### config.mk
export PLATFORM = sky130hd
export DESIGN_NAME = anchor_searcher_top
export DESIGN_NICKNAME = d
export VERILOG_FILES = /design/src/design/searcher_pkg.sv /design/src/design/fifo_if.sv /design/src/design/anchor_searcher_top.sv /design/src/design/feature_reader.sv /design/src/design/node_walker.sv /design/src/design/search_cfg_regs.sv /design/src/design/search_sequencer.sv /design/src/design/sync_fifo.sv
export VERILOG_INCLUDE_DIRS = /design/src /design/src/design
export SDC_FILE = /design/constraint.sdc
export NUM_CORES = 2
export LEC_CHECK = 0
export BUFFER_PORTS_ARGS = -buffer_cell sky130_fd_sc_hd__buf_2
export CORE_ASPECT_RATIO = 1.1
export CORE_MARGIN = 3
export CORE_UTILIZATION = 30
export CTS_CLUSTER_SIZE = 10
export DETAILED_ROUTE_END_ITERATION = 10
export GPL_TIMING_DRIVEN = 0
export SETUP_SLACK_MARGIN = 0.15
export SLEW_MARGIN = 20
export SYNTH_ARGS = -nofsm -noshare
export SYNTH_HDL_FRONTEND = slang
export SYNTH_SLANG_ARGS = --single-unit
### constraint.sdc
create_clock -name clk -period 18.3 [get_ports clk]
set_input_delay 3.66 -clock clk [delete_from_list [all_inputs] [get_ports clk]]
set_output_delay 3.66 -clock clk [all_outputs]
set_load 0.005 [all_outputs]
### src/design/searcher_cfg.svh
`ifndef SEARCHER_CFG_SVH
`define SEARCHER_CFG_SVH

// deepest octree level, root is level 0
`define SRCH_MAX_LEVEL     4
// words per feature record
`define SRCH_FEATURE_LEN   9
// memory words reserved per tree
`define SRCH_TREE_STRIDE   2048
`define SRCH_FEATURE_BASE  32768
`define SRCH_HASH_BITS     11
// fifo depths
`define SRCH_SEARCH_DEPTH  32
`define SRCH_ANCHOR_DEPTH  64

`endif

### src/design/searcher_pkg.sv
`include "searcher_cfg.svh"

package searcher_pkg;

  typedef logic [15:0] mem_addr_t;
  typedef logic [63:0] mem_word_t;
  typedef logic [2:0]  level_t;
  typedef logic [2:0]  octant_t;
  typedef logic [7:0]  node_mask_t;
  // level in [17:15], offset 0 in [14:12] down to offset 4 in [2:0]
  typedef logic [17:0] anchor_code_t;
  // code above mask
  typedef logic [25:0] fifo_entry_t;
  typedef logic [3:0]  tree_idx_t;
  typedef logic [4:0]  lod_mask_t;
  typedef logic [`SRCH_HASH_BITS-1:0] hash_t;

  typedef enum logic [1:0] {IDLE, WALK, FEATURE, NEXT} seq_state_t;

  // index of the lowest set bit, zero for an empty mask
  function automatic octant_t lowest_octant(node_mask_t mask);
    octant_t k;
    k = '0;
    for (int i = 7; i >= 0; i--) begin
      if (mask[i]) k = octant_t'(i);
    end
    return k;
  endfunction

endpackage

### src/design/fifo_if.sv
`timescale 1ns/1ns

interface fifo_if import searcher_pkg::*; ();

  logic        push;
  fifo_entry_t wdata;
  logic        pop;
  // valid the cycle after pop
  fifo_entry_t rdata;
  logic        empty;
  logic        full;

  modport writer (output push, output wdata, input full);

  modport reader (output pop, input rdata, input empty);

  modport storage (input push, input wdata, input pop,
                   output rdata, output empty, output full);

endinterface

### src/design/anchor_searcher_top.sv
`timescale 1ns/1ns
`include "searcher_cfg.svh"

module anchor_searcher_top import searcher_pkg::*; (
  input  logic      clk,
  input  logic      rst_n,
  input  logic      search_start_i,
  input  tree_idx_t tree_num_i,
  input  lod_mask_t lod_active_i,
  output logic      search_done_o,
  output logic      mem_cen_o,
  output mem_addr_t mem_addr_o,
  input  mem_word_t mem_rdata_i,
  output mem_word_t feature_o,
  output logic      feature_valid_o
);

  tree_idx_t tree_num;
  lod_mask_t lod_active;
  tree_idx_t tree_idx;
  logic      walk_start;
  logic      walk_done;
  logic      feature_start;
  logic      feature_done;
  logic      walk_cen;
  mem_addr_t walk_addr;
  logic      feat_cen;
  mem_addr_t feat_addr;

  fifo_if search_if ();
  fifo_if anchor_if ();

  search_cfg_regs search_cfg_regs_inst (
    .clk          (clk),
    .rst_n        (rst_n),
    .start_i      (search_start_i),
    .tree_num_i   (tree_num_i),
    .lod_active_i (lod_active_i),
    .tree_num_o   (tree_num),
    .lod_active_o (lod_active)
  );

  search_sequencer search_sequencer_inst (
    .clk (clk), .rst_n (rst_n), .search_start_i (search_start_i), .tree_num_i (tree_num),
    .walk_done_i (walk_done), .feature_done_i (feature_done), .walk_start_o (walk_start),
    .feature_start_o (feature_start), .tree_idx_o (tree_idx), .search_done_o (search_done_o),
    .walk_cen_i (walk_cen), .walk_addr_i (walk_addr), .feat_cen_i (feat_cen),
    .feat_addr_i (feat_addr), .mem_cen_o (mem_cen_o), .mem_addr_o (mem_addr_o)
  );

  node_walker node_walker_inst (
    .clk (clk), .rst_n (rst_n), .walk_start_i (walk_start), .tree_idx_i (tree_idx),
    .lod_active_i (lod_active), .mem_rdata_i (mem_rdata_i), .mem_cen_o (walk_cen),
    .mem_addr_o (walk_addr), .walk_done_o (walk_done),
    .search_rd (search_if), .search_wr (search_if), .anchor_wr (anchor_if)
  );

  feature_reader feature_reader_inst (
    .clk (clk), .rst_n (rst_n), .feature_start_i (feature_start), .mem_rdata_i (mem_rdata_i),
    .mem_cen_o (feat_cen), .mem_addr_o (feat_addr), .feature_o (feature_o),
    .feature_valid_o (feature_valid_o), .feature_done_o (feature_done), .anchor_rd (anchor_if)
  );

  sync_fifo #(.DEPTH(`SRCH_SEARCH_DEPTH)) search_fifo_inst (
    .clk (clk), .rst_n (rst_n), .f (search_if)
  );

  sync_fifo #(.DEPTH(`SRCH_ANCHOR_DEPTH)) anchor_fifo_inst (
    .clk (clk), .rst_n (rst_n), .f (anchor_if)
  );

endmodule

### src/design/feature_reader.sv
`timescale 1ns/1ns
`include "searcher_cfg.svh"

module feature_reader import searcher_pkg::*; (
  input  logic      clk,
  input  logic      rst_n,
  input  logic      feature_start_i,
  input  mem_word_t mem_rdata_i,
  output logic      mem_cen_o,
  output mem_addr_t mem_addr_o,
  output mem_word_t feature_o,
  output logic      feature_valid_o,
  output logic      feature_done_o,
  fifo_if.reader    anchor_rd
);

  localparam int WW = $clog2(`SRCH_FEATURE_LEN);
  localparam logic [31:0] PRIMES [0:4] = '{32'd1, 32'd2654435, 32'd807545,
                                           32'd3867465, 32'd2099719};

  // prime xor over the used offsets
  function automatic hash_t anchor_hash(anchor_code_t code);
    level_t      lv;
    logic [31:0] acc;
    lv  = code[17:15];
    acc = '0;
    for (int i = 0; i <= `SRCH_MAX_LEVEL; i++) begin
      if (i <= lv) acc = acc ^ ((32'(code[14-3*i -: 3]) + 32'd1) * PRIMES[i]);
    end
    return acc[`SRCH_HASH_BITS-1:0];
  endfunction

  logic          active_q;
  logic          pop_pend_q;
  logic          done_q;
  logic          rd_valid_q;
  anchor_code_t  cur_code_q;
  node_mask_t    cur_mask_q;
  logic [WW-1:0] word_q;
  octant_t       k;
  anchor_code_t  anchor_code;
  hash_t         hash;
  logic          issue;
  logic          last_word;

  assign k = lowest_octant(cur_mask_q);

  // anchor is the node path followed by the self bit
  always_comb begin
    anchor_code = cur_code_q;
    anchor_code[14 - 3*cur_code_q[17:15] -: 3] = k;
  end

  assign hash      = anchor_hash(anchor_code);
  assign issue     = (cur_mask_q != '0);
  assign last_word = (word_q == WW'(`SRCH_FEATURE_LEN - 1));

  assign mem_cen_o  = ~issue;
  assign mem_addr_o = mem_addr_t'(`SRCH_FEATURE_BASE + 32'(hash) * `SRCH_FEATURE_LEN +
                                  32'(word_q));

  assign anchor_rd.pop = active_q && !anchor_rd.empty && !pop_pend_q && (cur_mask_q == '0);

  always_ff @(posedge clk or negedge rst_n) begin
    if (!rst_n) begin
      active_q   <= 1'b0;
      pop_pend_q <= 1'b0;
      done_q     <= 1'b0;
      rd_valid_q <= 1'b0;
      cur_mask_q <= '0;
      word_q     <= '0;
    end else begin
      pop_pend_q <= anchor_rd.pop;
      rd_valid_q <= issue;
      done_q     <= 1'b0;
      if (feature_start_i) begin
        active_q <= 1'b1;
      end else if (active_q && anchor_rd.empty && !pop_pend_q && !issue && !rd_valid_q) begin
        active_q <= 1'b0;
        done_q   <= 1'b1;
      end
      if (pop_pend_q) begin
        cur_mask_q <= anchor_rd.rdata[7:0];
      end else if (issue) begin
        if (last_word) begin
          word_q     <= '0;
          cur_mask_q <= cur_mask_q & ~(node_mask_t'(1) << k);
        end else begin
          word_q <= word_q + 1'b1;
        end
      end
    end
  end

  always_ff @(posedge clk) begin
    if (pop_pend_q) cur_code_q <= anchor_rd.rdata[25:8];
  end

  assign feature_valid_o = rd_valid_q;
  assign feature_o       = rd_valid_q ? mem_rdata_i : '0;
  assign feature_done_o  = done_q;

endmodule

### src/design/node_walker.sv
`timescale 1ns/1ns
`include "searcher_cfg.svh"

module node_walker import searcher_pkg::*; (
  input  logic      clk,
  input  logic      rst_n,
  input  logic      walk_start_i,
  input  tree_idx_t tree_idx_i,
  input  lod_mask_t lod_active_i,
  input  mem_word_t mem_rdata_i,
  output logic      mem_cen_o,
  output mem_addr_t mem_addr_o,
  output logic      walk_done_o,
  fifo_if.reader    search_rd,
  fifo_if.writer    search_wr,
  fifo_if.writer    anchor_wr
);

  // dense layout, first node index of each level
  function automatic logic [12:0] level_base(level_t lv);
    case (lv)
      3'd0:    return 13'd0;
      3'd1:    return 13'd1;
      3'd2:    return 13'd9;
      3'd3:    return 13'd73;
      default: return 13'd585;
    endcase
  endfunction

  // path read as an octal number, first offset most significant
  function automatic logic [12:0] node_index(anchor_code_t code);
    level_t      lv;
    logic [12:0] acc;
    lv  = code[17:15];
    acc = '0;
    for (int i = 0; i < `SRCH_MAX_LEVEL; i++) begin
      if (i < lv) acc = {acc[9:0], code[14-3*i -: 3]};
    end
    return acc + level_base(lv);
  endfunction

  logic         walking_q;
  logic         pop_pend_q;
  logic         walk_done_q;
  anchor_code_t cur_code_q;
  node_mask_t   cur_mask_q;
  level_t       cur_lv;
  octant_t      next_k;

  logic         issue;
  anchor_code_t issue_code;
  logic [12:0]  issue_idx;

  // read pipeline, s1 waits for data, s2 pushes
  logic         s1_valid_q;
  anchor_code_t s1_code_q;
  logic [1:0]   s1_lane_q;
  logic [15:0]  lane_word;
  logic         s2_valid_q;
  anchor_code_t s2_code_q;
  node_mask_t   s2_child_q;
  node_mask_t   s2_self_q;
  level_t       s2_lv;
  logic         quiet;

  assign cur_lv = cur_code_q[17:15];
  assign next_k = lowest_octant(cur_mask_q);
  assign issue  = walk_start_i | (cur_mask_q != '0);

  // child of the current node, or the root on start
  always_comb begin
    issue_code = cur_code_q;
    issue_code[17:15] = cur_lv + 3'd1;
    issue_code[14 - 3*cur_lv -: 3] = next_k;
    if (walk_start_i) issue_code = '0;
  end

  assign issue_idx  = node_index(issue_code);
  assign mem_cen_o  = ~issue;
  assign mem_addr_o = mem_addr_t'(32'(tree_idx_i) * `SRCH_TREE_STRIDE + 32'(issue_idx[12:2]));

  assign search_rd.pop = walking_q && !search_rd.empty && !pop_pend_q && (cur_mask_q == '0);

  assign quiet = search_rd.empty && !pop_pend_q && (cur_mask_q == '0) &&
                 !s1_valid_q && !s2_valid_q;

  always_ff @(posedge clk or negedge rst_n) begin
    if (!rst_n) begin
      walking_q   <= 1'b0;
      pop_pend_q  <= 1'b0;
      walk_done_q <= 1'b0;
      cur_mask_q  <= '0;
      s1_valid_q  <= 1'b0;
      s2_valid_q  <= 1'b0;
    end else begin
      pop_pend_q  <= search_rd.pop;
      s1_valid_q  <= issue;
      s2_valid_q  <= s1_valid_q;
      walk_done_q <= 1'b0;
      if (walk_start_i) begin
        walking_q <= 1'b1;
      end else if (walking_q && quiet) begin
        walking_q   <= 1'b0;
        walk_done_q <= 1'b1;
      end
      if (pop_pend_q) begin
        cur_mask_q <= search_rd.rdata[7:0];
      end else if (cur_mask_q != '0) begin
        cur_mask_q <= cur_mask_q & ~(node_mask_t'(1) << next_k);
      end
    end
  end

  assign lane_word = mem_rdata_i[16*s1_lane_q +: 16];

  always_ff @(posedge clk) begin
    if (pop_pend_q) cur_code_q <= search_rd.rdata[25:8];
    s1_code_q <= issue_code;
    s1_lane_q <= issue_idx[1:0];
    s2_code_q <= s1_code_q;
    // even bits are children, odd bits are self
    for (int k = 0; k < 8; k++) begin
      s2_child_q[k] <= lane_word[2*k];
      s2_self_q[k]  <= lane_word[2*k+1];
    end
  end

  assign s2_lv = s2_code_q[17:15];

  assign search_wr.push  = s2_valid_q && (s2_child_q != '0) && (s2_lv < `SRCH_MAX_LEVEL);
  assign search_wr.wdata = {s2_code_q, s2_child_q};
  assign anchor_wr.push  = s2_valid_q && lod_active_i[s2_lv] && (s2_self_q != '0);
  assign anchor_wr.wdata = {s2_code_q, s2_self_q};

  assign walk_done_o = walk_done_q;

endmodule

### src/design/search_cfg_regs.sv
`timescale 1ns/1ns

module search_cfg_regs import searcher_pkg::*; (
  input  logic      clk,
  input  logic      rst_n,
  input  logic      start_i,
  input  tree_idx_t tree_num_i,
  input  lod_mask_t lod_active_i,
  output tree_idx_t tree_num_o,
  output lod_mask_t lod_active_o
);

  // captured once per run so the inputs may change afterwards
  always_ff @(posedge clk or negedge rst_n) begin
    if (!rst_n) begin
      tree_num_o   <= '0;
      lod_active_o <= '0;
    end else if (start_i) begin
      tree_num_o   <= tree_num_i;
      lod_active_o <= lod_active_i;
    end
  end

endmodule

### src/design/search_sequencer.sv
`timescale 1ns/1ns

module search_sequencer import searcher_pkg::*; (
  input  logic      clk,
  input  logic      rst_n,
  input  logic      search_start_i,
  input  tree_idx_t tree_num_i,
  input  logic      walk_done_i,
  input  logic      feature_done_i,
  output logic      walk_start_o,
  output logic      feature_start_o,
  output tree_idx_t tree_idx_o,
  output logic      search_done_o,
  input  logic      walk_cen_i,
  input  mem_addr_t walk_addr_i,
  input  logic      feat_cen_i,
  input  mem_addr_t feat_addr_i,
  output logic      mem_cen_o,
  output mem_addr_t mem_addr_o
);

  seq_state_t state_q;
  logic       last_tree;

  // a tree count of zero still runs tree 0
  assign last_tree = ({1'b0, tree_idx_o} + 5'd1) >= {1'b0, tree_num_i};

  always_ff @(posedge clk or negedge rst_n) begin
    if (!rst_n) begin
      state_q         <= IDLE;
      tree_idx_o      <= '0;
      walk_start_o    <= 1'b0;
      feature_start_o <= 1'b0;
      search_done_o   <= 1'b0;
    end else begin
      walk_start_o    <= 1'b0;
      feature_start_o <= 1'b0;
      search_done_o   <= 1'b0;
      case (state_q)
        IDLE: begin
          if (search_start_i) begin
            tree_idx_o   <= '0;
            walk_start_o <= 1'b1;
            state_q      <= WALK;
          end
        end
        WALK: begin
          if (walk_done_i) begin
            feature_start_o <= 1'b1;
            state_q         <= FEATURE;
          end
        end
        FEATURE: begin
          if (feature_done_i) state_q <= NEXT;
        end
        NEXT: begin
          if (last_tree) begin
            search_done_o <= 1'b1;
            state_q       <= IDLE;
          end else begin
            tree_idx_o   <= tree_idx_o + 1'b1;
            walk_start_o <= 1'b1;
            state_q      <= WALK;
          end
        end
        default: state_q <= IDLE;
      endcase
    end
  end

  // memory port goes to whichever client owns the phase
  always_comb begin
    case (state_q)
      WALK: begin
        mem_cen_o  = walk_cen_i;
        mem_addr_o = walk_addr_i;
      end
      FEATURE: begin
        mem_cen_o  = feat_cen_i;
        mem_addr_o = feat_addr_i;
      end
      default: begin
        mem_cen_o  = 1'b1;
        mem_addr_o = '0;
      end
    endcase
  end

endmodule

### src/design/sync_fifo.sv
`timescale 1ns/1ns

module sync_fifo import searcher_pkg::*; #(
  parameter int DEPTH = 32
) (
  input logic     clk,
  input logic     rst_n,
  fifo_if.storage f
);

  localparam int PW = $clog2(DEPTH);

  fifo_entry_t   mem [DEPTH];
  logic [PW-1:0] wr_ptr_q;
  logic [PW-1:0] rd_ptr_q;
  logic [PW:0]   count_q;

  always_ff @(posedge clk or negedge rst_n) begin
    if (!rst_n) begin
      wr_ptr_q <= '0;
      rd_ptr_q <= '0;
      count_q  <= '0;
    end else begin
      if (f.push) begin
        wr_ptr_q <= (wr_ptr_q == PW'(DEPTH - 1)) ? '0 : wr_ptr_q + 1'b1;
      end
      if (f.pop) begin
        rd_ptr_q <= (rd_ptr_q == PW'(DEPTH - 1)) ? '0 : rd_ptr_q + 1'b1;
      end
      case ({f.push, f.pop})
        2'b10:   count_q <= count_q + 1'b1;
        2'b01:   count_q <= count_q - 1'b1;
        default: count_q <= count_q;
      endcase
    end
  end

  always_ff @(posedge clk) begin
    if (f.push) mem[wr_ptr_q] <= f.wdata;
    if (f.pop) f.rdata <= mem[rd_ptr_q];
  end

  assign f.empty = (count_q == '0);
  assign f.full  = (count_q == (PW + 1)'(DEPTH));

endmodule
### Word level (Yosys, flattened, before mapping)

Memory sizes are Yosys's and may differ from the RTL's. A register that Yosys moved wholly into a read port is not among the register bits.
Cells that the tools add are included.

* memories: 2
* output and inout port bits: 83
* input port bits: 76
* register bits after elaboration: 172
* bits in writable memories: 2496

Memories
* anchor_fifo_inst.mem: depth 64, width 26, read ports 1, clocked after memory_dff 1, wr ports 1, RTL line sync_fifo.sv:13 `fifo_entry_t mem [DEPTH];`
* search_fifo_inst.mem: depth 32, width 26, read ports 1, clocked after memory_dff 1, wr ports 1, RTL line sync_fifo.sv:13

* order comparisons: 11
* bitwise gates (word level): 12
* $mul: 7
* muxes and demuxes: 72
* reduce and logical (&&, ||, !) cells: 49
* equality and inequality tests: 19
* add/sub/neg operators: 25
* shift-type cells: 7

Operators by type and width (count)
* $neg 32->34: 2
* $shift 3x34->20 const A: 2
* $shiftx 3x34->20: 2
* $mux 64: 1
* $shiftx 64x7->16: 1
* $mux 3: 17
* $mul 4x22->11 const B: 2
* $mux 11: 4
* $mux 8: 5
* $pmux 10 s4: 1
* $bwmux 18: 2
* $xor 11x11->11: 3
* $mul 32x22->11 const B: 1
* $pmux 16 s2: 1
* $reduce_bool 8->1: 4
* $add 3x1->4 const B: 5
* $mul 4x20->11 const B: 1
* $mux 1: 20
* $logic_and 1x1->1: 19
* $add 6x1->6 const B: 3
* $mux 18: 1
* $mux 6: 3
* $add 15x11->16: 1
* $add 16x15->16 const A: 1
* 55 further kinds: 100

### Longest topological paths before layout

* depth after elaboration: 24
* gate-level depth with buffers: 43

### Cells and area by module

A second synthesis with hierarchy kept.

* cell total of the unflattened synthesis: 6038
* area total of the unflattened synthesis: 111378.1 µm²

By module, submodules not included
* sync_fifo at anchor_fifo_inst: cells an instance 3149, area each 65571.6 µm², sequential area each 51224.1 µm², instances 1
* sync_fifo at search_fifo_inst: cells an instance 1557, area each 33484.6 µm², sequential area each 26165.1 µm², instances 1
* feature_reader: cells an instance 697, area each 5948.2 µm², sequential area each 940.9 µm², instances 1
* node_walker: cells an instance 512, area each 5092.4 µm², sequential area each 1946.9 µm², instances 1
* search_sequencer: cells an instance 104, area each 909.6 µm², sequential area each 225.2 µm², instances 1
* search_cfg_regs: cells an instance 19, area each 371.6 µm², sequential area each 225.2 µm², instances 1

### Least setup slack after synthesis

Ideal clock, no wire load.

* path type: flip-flop to output port
* start: reg feature_reader_inst.cur_code_q[15]
* end: out mem_addr_o[13]
* arrival time: 8.906 ns
* path slack: 5.734 ns
* stages on the path, launching flop included: 41
* buffers on the path: 1
* cell sequence: edfxtp_1 -> inv_1 -> ha_1 -> buf_2 -> inv_1 -> fa_1 -> xnor2_1 -> and3_1 -> and2_1 -> ha_1 -> or3_1 -> a2111oi_2 -> nor2_1 -> nor3_1 -> a21oi_1 -> o21ai_1 -> inv_1 -> ha_1 -> (+5 left out) -> a221oi_1 -> xnor2_1 -> nand2_1 -> xor2_1 -> xnor2_1 -> ha_1 -> ha_1 -> ha_1 -> inv_1 -> a21oi_1 -> o21ai_0 -> a21boi_0 -> o21ai_0 -> a21oi_1 -> o21bai_1 -> nand2_1 -> or3_1 -> nand4_1

* word-level cells in the longest chain between the ends: 19

RTL lines
* from (decl): RTL line feature_reader.sv:37 `anchor_code_t cur_code_q;`
* from (signal assigned): RTL line feature_reader.sv:96 `if (pop_pend_q) cur_code_q <= anchor_rd.rdata[25:8];`
* $mul 2x3->5: RTL line feature_reader.sv:51 `anchor_code[14 - 3*cur_code_q[17:15] -: 3] = k;`
* $sub 4x5->6: RTL line feature_reader.sv:51
* $neg 32->34: RTL line feature_reader.sv:51
* $shiftx 3x34->20 / $shift 3x34->20 (equally long branches): RTL line feature_reader.sv:51
* $bwmux 18 (*): RTL line feature_reader.sv:51
* $add 3x1->4: RTL line feature_reader.sv:28 `if (i <= lv) acc = acc ^ ((32'(code[14-3*i -: 3]) + 32'd1) * PRIMES[i]);`
* $mul 4x22->11: RTL line feature_reader.sv:28
* $xor 4x11->11: RTL line feature_reader.sv:28
* (+3 left out)
* $xor 11x11->11: RTL line feature_reader.sv:28
* $mux 11: RTL line feature_reader.sv:28
* $xor 11x11->11: RTL line feature_reader.sv:28
* $mux 11 (*): RTL line feature_reader.sv:28
* $mul 11x4->15 (no line) (*)
* $add 16x15->16 (no line) (*)
* $add 16x4->16 (no line) (*)
* $pmux 16 s2 (*): RTL line search_sequencer.sv:73 `case (state_q)`
* to (decl): RTL line anchor_searcher_top.sv:12 `output mem_addr_t mem_addr_o,`

Mark *: on every way between the ends. The rest lies on a longest branch, timed or not.

### Worst setup path after layout

Same ends and word-level chain as after synthesis.

==> flow_metrics.tcl <==
set metrics [dict create \
    synth_mux_area_share_pct 17.6 \
    initial_core_util_pct 30.2 \
    path_class "reg -> out" \
    gp_congestion 0.858 \
    insertion_delay_ns 0.85 \
    wire_per_inst_um 26.6 \
    cp_data_required_time_ns 14.64 \
    path_clk_slew_ns 0.06 \
    cts_buffers 318 \
    drc_errors 0 \
    reg2regPathDepth 23 \
    synthAdderAreaFrac_pct 1.77 \
    yosysSeqAreaShare_pct 73.4 \
    max-cap-violations 0 \
    dr.pass1.iters 5 \
    cts.sinks 2720 \
    rrSetupSlack_ns 11.43 \
    routed_wl_um 286000 \
    post_cts_buffers 0 \
    vias 55000 \
    slew_headroom_pct 22.1 \
    grt_pass1_vias 56800 \
    final.fill_count 33300 \
    final-seq-area_sq_um 80800 \
    first_iter_violations 6385 \
    synth_compound_gate_area_share_pct 1.93 \
    peakVddDrop_uv 90.0 \
    max_stage_delay_ns 0.62 \
    synth_top_family_by_area "multiplexers" \
    holdPathStages 0 \
    holdWs_ns 0.314 \
    worstPathArrival_ns 11.48 \
    syn-cell-area_sq_um 110000 \
    multiInputGateArea_sq_um 28600 \
    r2r-start "node_walker_inst.cur_code_q[15]" \
    synth_edf_count 2584 \
    synth_seq_cells 2720 \
    skew_ns 0.0715 \
    grt_usage_pct 15.1 \
    cp_common_cell "ha_1" \
    synthCells 5207 \
    tns_ns 0 \
    start_kind "register" \
    period_minus_slack_ns 15.14 \
    met3_usage_pct 2.81 \
    power_density_nw_per_um2 95.6 \
    hold_violations 0 \
    overflow 0 \
    worst_slew_pin_slew_ns 1.16 \
    cts_hold_buffers 0 \
    rows 232 \
    final_core_util_pct 35.7 \
    fin_nets 6038 \
    die_h_um 641 \
    end_kind "primary output" \
    slowest_stage "a2111oi_2" \
    ys.warnings.count 0 \
    min_period_over_period_pct 82.7 \
    worst-path-max-fanout 9 \
    use_met2_pct 25.4 \
    avgViaCountPerCell 5.12 \
    die_area_sq_um 374000 \
    rsz0062_at_grt "false" \
    fp.dieW_um 583 \
    status "finished, final reports clean" \
    finalMaxSlewViolations 0 \
    p_leak_uw 0.0371 \
    clockBufferDepth 4 \
    grt_pass1_wl_um 412000 \
    io_pins 159 \
    worstHoldStart "node_walker_inst.s1_code_q[15]" \
    antenna_found_initial 21 \
    min_path_type "reg -> reg" \
    h-tree-depth 5 \
    drive_gt1_share_pct 29.5 \
    reg2reg_to "node_walker_inst.s1_lane_q[1]" \
    ys.flop_type "edfxtp_1" \
    ctsResizeCount 0 \
    top_usage_layer "met2" \
    fmax_mhz 66.0 \
    grt.met1_usage_pct 20.1 \
    power_uw 12400 \
    port_buffers 158 \
    finalSetupViolations 0 \
    hpwl_um 197000 \
    root_buffer "clkbuf_16" \
    synth_xor_area_share_pct 0.814 \
    ys_types 120 \
    hold_path_end "node_walker_inst.s2_code_q[15]" \
    ant_nets 0 \
    synthSimpleGateAreaFrac_pct 3.23 \
    synthArstFlopShare_pct 3.01 \
    crit_start "feature_reader_inst.cur_code_q[15]" \
    syn_avg_cell_area_sq_um 21.1 \
    area_growth_syn_to_layout_pct 18.1 \
    grt_max_degree 81 \
    cts_tree "done" \
    core-area_sq_um 364000 \
]
[registers in the layout, indices dropped and copies added (netlist names), 8 cells and up]
| register | flops |
|---|---|
| search_fifo_inst.f.rdata | 26 |
| anchor_fifo_inst.mem | 1664 |
| node_walker_inst.s2_child_q | 8 |
| node_walker_inst.s2_self_q | 8 |
| feature_reader_inst.cur_code_q | 18 |
| anchor_fifo_inst.f.rdata | 26 |
| node_walker_inst.s2_code_q | 18 |
| feature_reader_inst.cur_mask_q | 8 |
| node_walker_inst.cur_mask_q | 8 |
| node_walker_inst.cur_code_q | 18 |
| node_walker_inst.s1_code_q | 18 |
| search_fifo_inst.mem | 832 |
[report_power, final]
part	internal (uW)	switching, uW
Combinational	15.2	27.3
Sequential	6740	20.2
Clock	3290	2310
[cell usage after synthesis, drive strengths merged, types with 12 or more instances]
cell type	instances	area, sq um
a21o	14	106
a21oi	59	295
a31oi	15	100
and2	79	494
and3	18	119
buf	76	315
clkbuf	167	657
dfrtp	82	2050
dfxtp	54	1080
edfxtp	2584	77600
fa	12	240
ha	136	1700
inv	107	404
mux2	41	465
mux2i	33	338
mux4	823	18500
nand2	149	564
nand2b	16	100
nand3	39	195
nand3b	20	150
nand4	20	131
nor2	195	734
nor2b	22	138
nor3	42	215
nor4	22	165
o21ai	79	399
o22ai	12	75.1
or2	14	87.6
or3	18	113
xnor2	68	611
xor2	29	262
[area by class of cell]
type                            instances  share of cell area, %
Antenna cell                           13                 0.0251
Clock buffer                          440                   6.69
Inverter                              107                  0.311
Tap cell                             4797                   4.62
Multi-Input combinational cell       2138                   22.0
Clock inverter                         16                  0.143
Sequential cell                      2720                   62.2
Timing Repair Buffer                  286                   3.14
Buffer                                243                  0.798
[critical path, delay by kind of cell (launching register included)]
kind / cells / cell delay [ns]
adders and majority gates: 10 / 3.19
AOI/OAI and AO/OA: 13 / 2.96
and+or+nand+nor: 8 / 1.96
xor gates and xnor gates: 4 / 1.13
buffers and inverters: 6 / 0.94
DFF: 1 / 0.47
[worst max path at each step]
stage	to	slack, ns	cells after the start
5_1_grt	mem_addr_o[13]	2.26	43
3_5_place_dp	mem_addr_o[13]	4.12	41
3_3_place_gp	mem_addr_o[13]	4.26	41
2_1_floorplan	mem_addr_o[13]	5.73	40
4_1_cts	mem_addr_o[13]	3.21	41
6_report	mem_addr_o[13]	3.16	41
[through the flow]
step / setup slack (ns) / cells / area [sq um]
2_1_floorplan: 5.73 / 5208 / 110000
3_3_place_gp: 4.26 / 10200 / 117000
3_5_place_dp: 4.12 / 10300 / 121000
4_1_cts: 3.21 / 10700 / 130000
5_1_grt: 2.26 / 10700 / 130000
6_report: 3.16 / 10800 / 130000
[metal layers]
layer	share of wire, %	wire length, um	up-vias
li1	-	-	22900
met1	40	116000	29500
met2	49	141000	2241
met3	7.4	21300	435
met4	2.7	7660	6
met5	0.013	36	-
[cells by family after synthesis]
family	after synthesis
AND/OR/NAND/NOR	689
XOR/XNOR	98
buffers and inverters	350
flip-flops	2720
multiplexers	897
AO/OA/AOI/OAI	304
adder cells (fa/ha/maj)	148
other	1
[placed cells by master (no fill, tap or decap), drive strengths merged, types with 41 or more instances in the layout]
cell type / instances
a21oi: 59
and2: 79
buf: 342
clkbuf: 627
dfrtp: 82
dfxtp: 54
edfxtp: 2584
ha: 136
inv: 116
mux2: 41
mux4: 823
nand2: 149
nor2: 195
nor3: 42
o21ai: 79
xnor2: 68
Power figures use the tool's default switching activity.
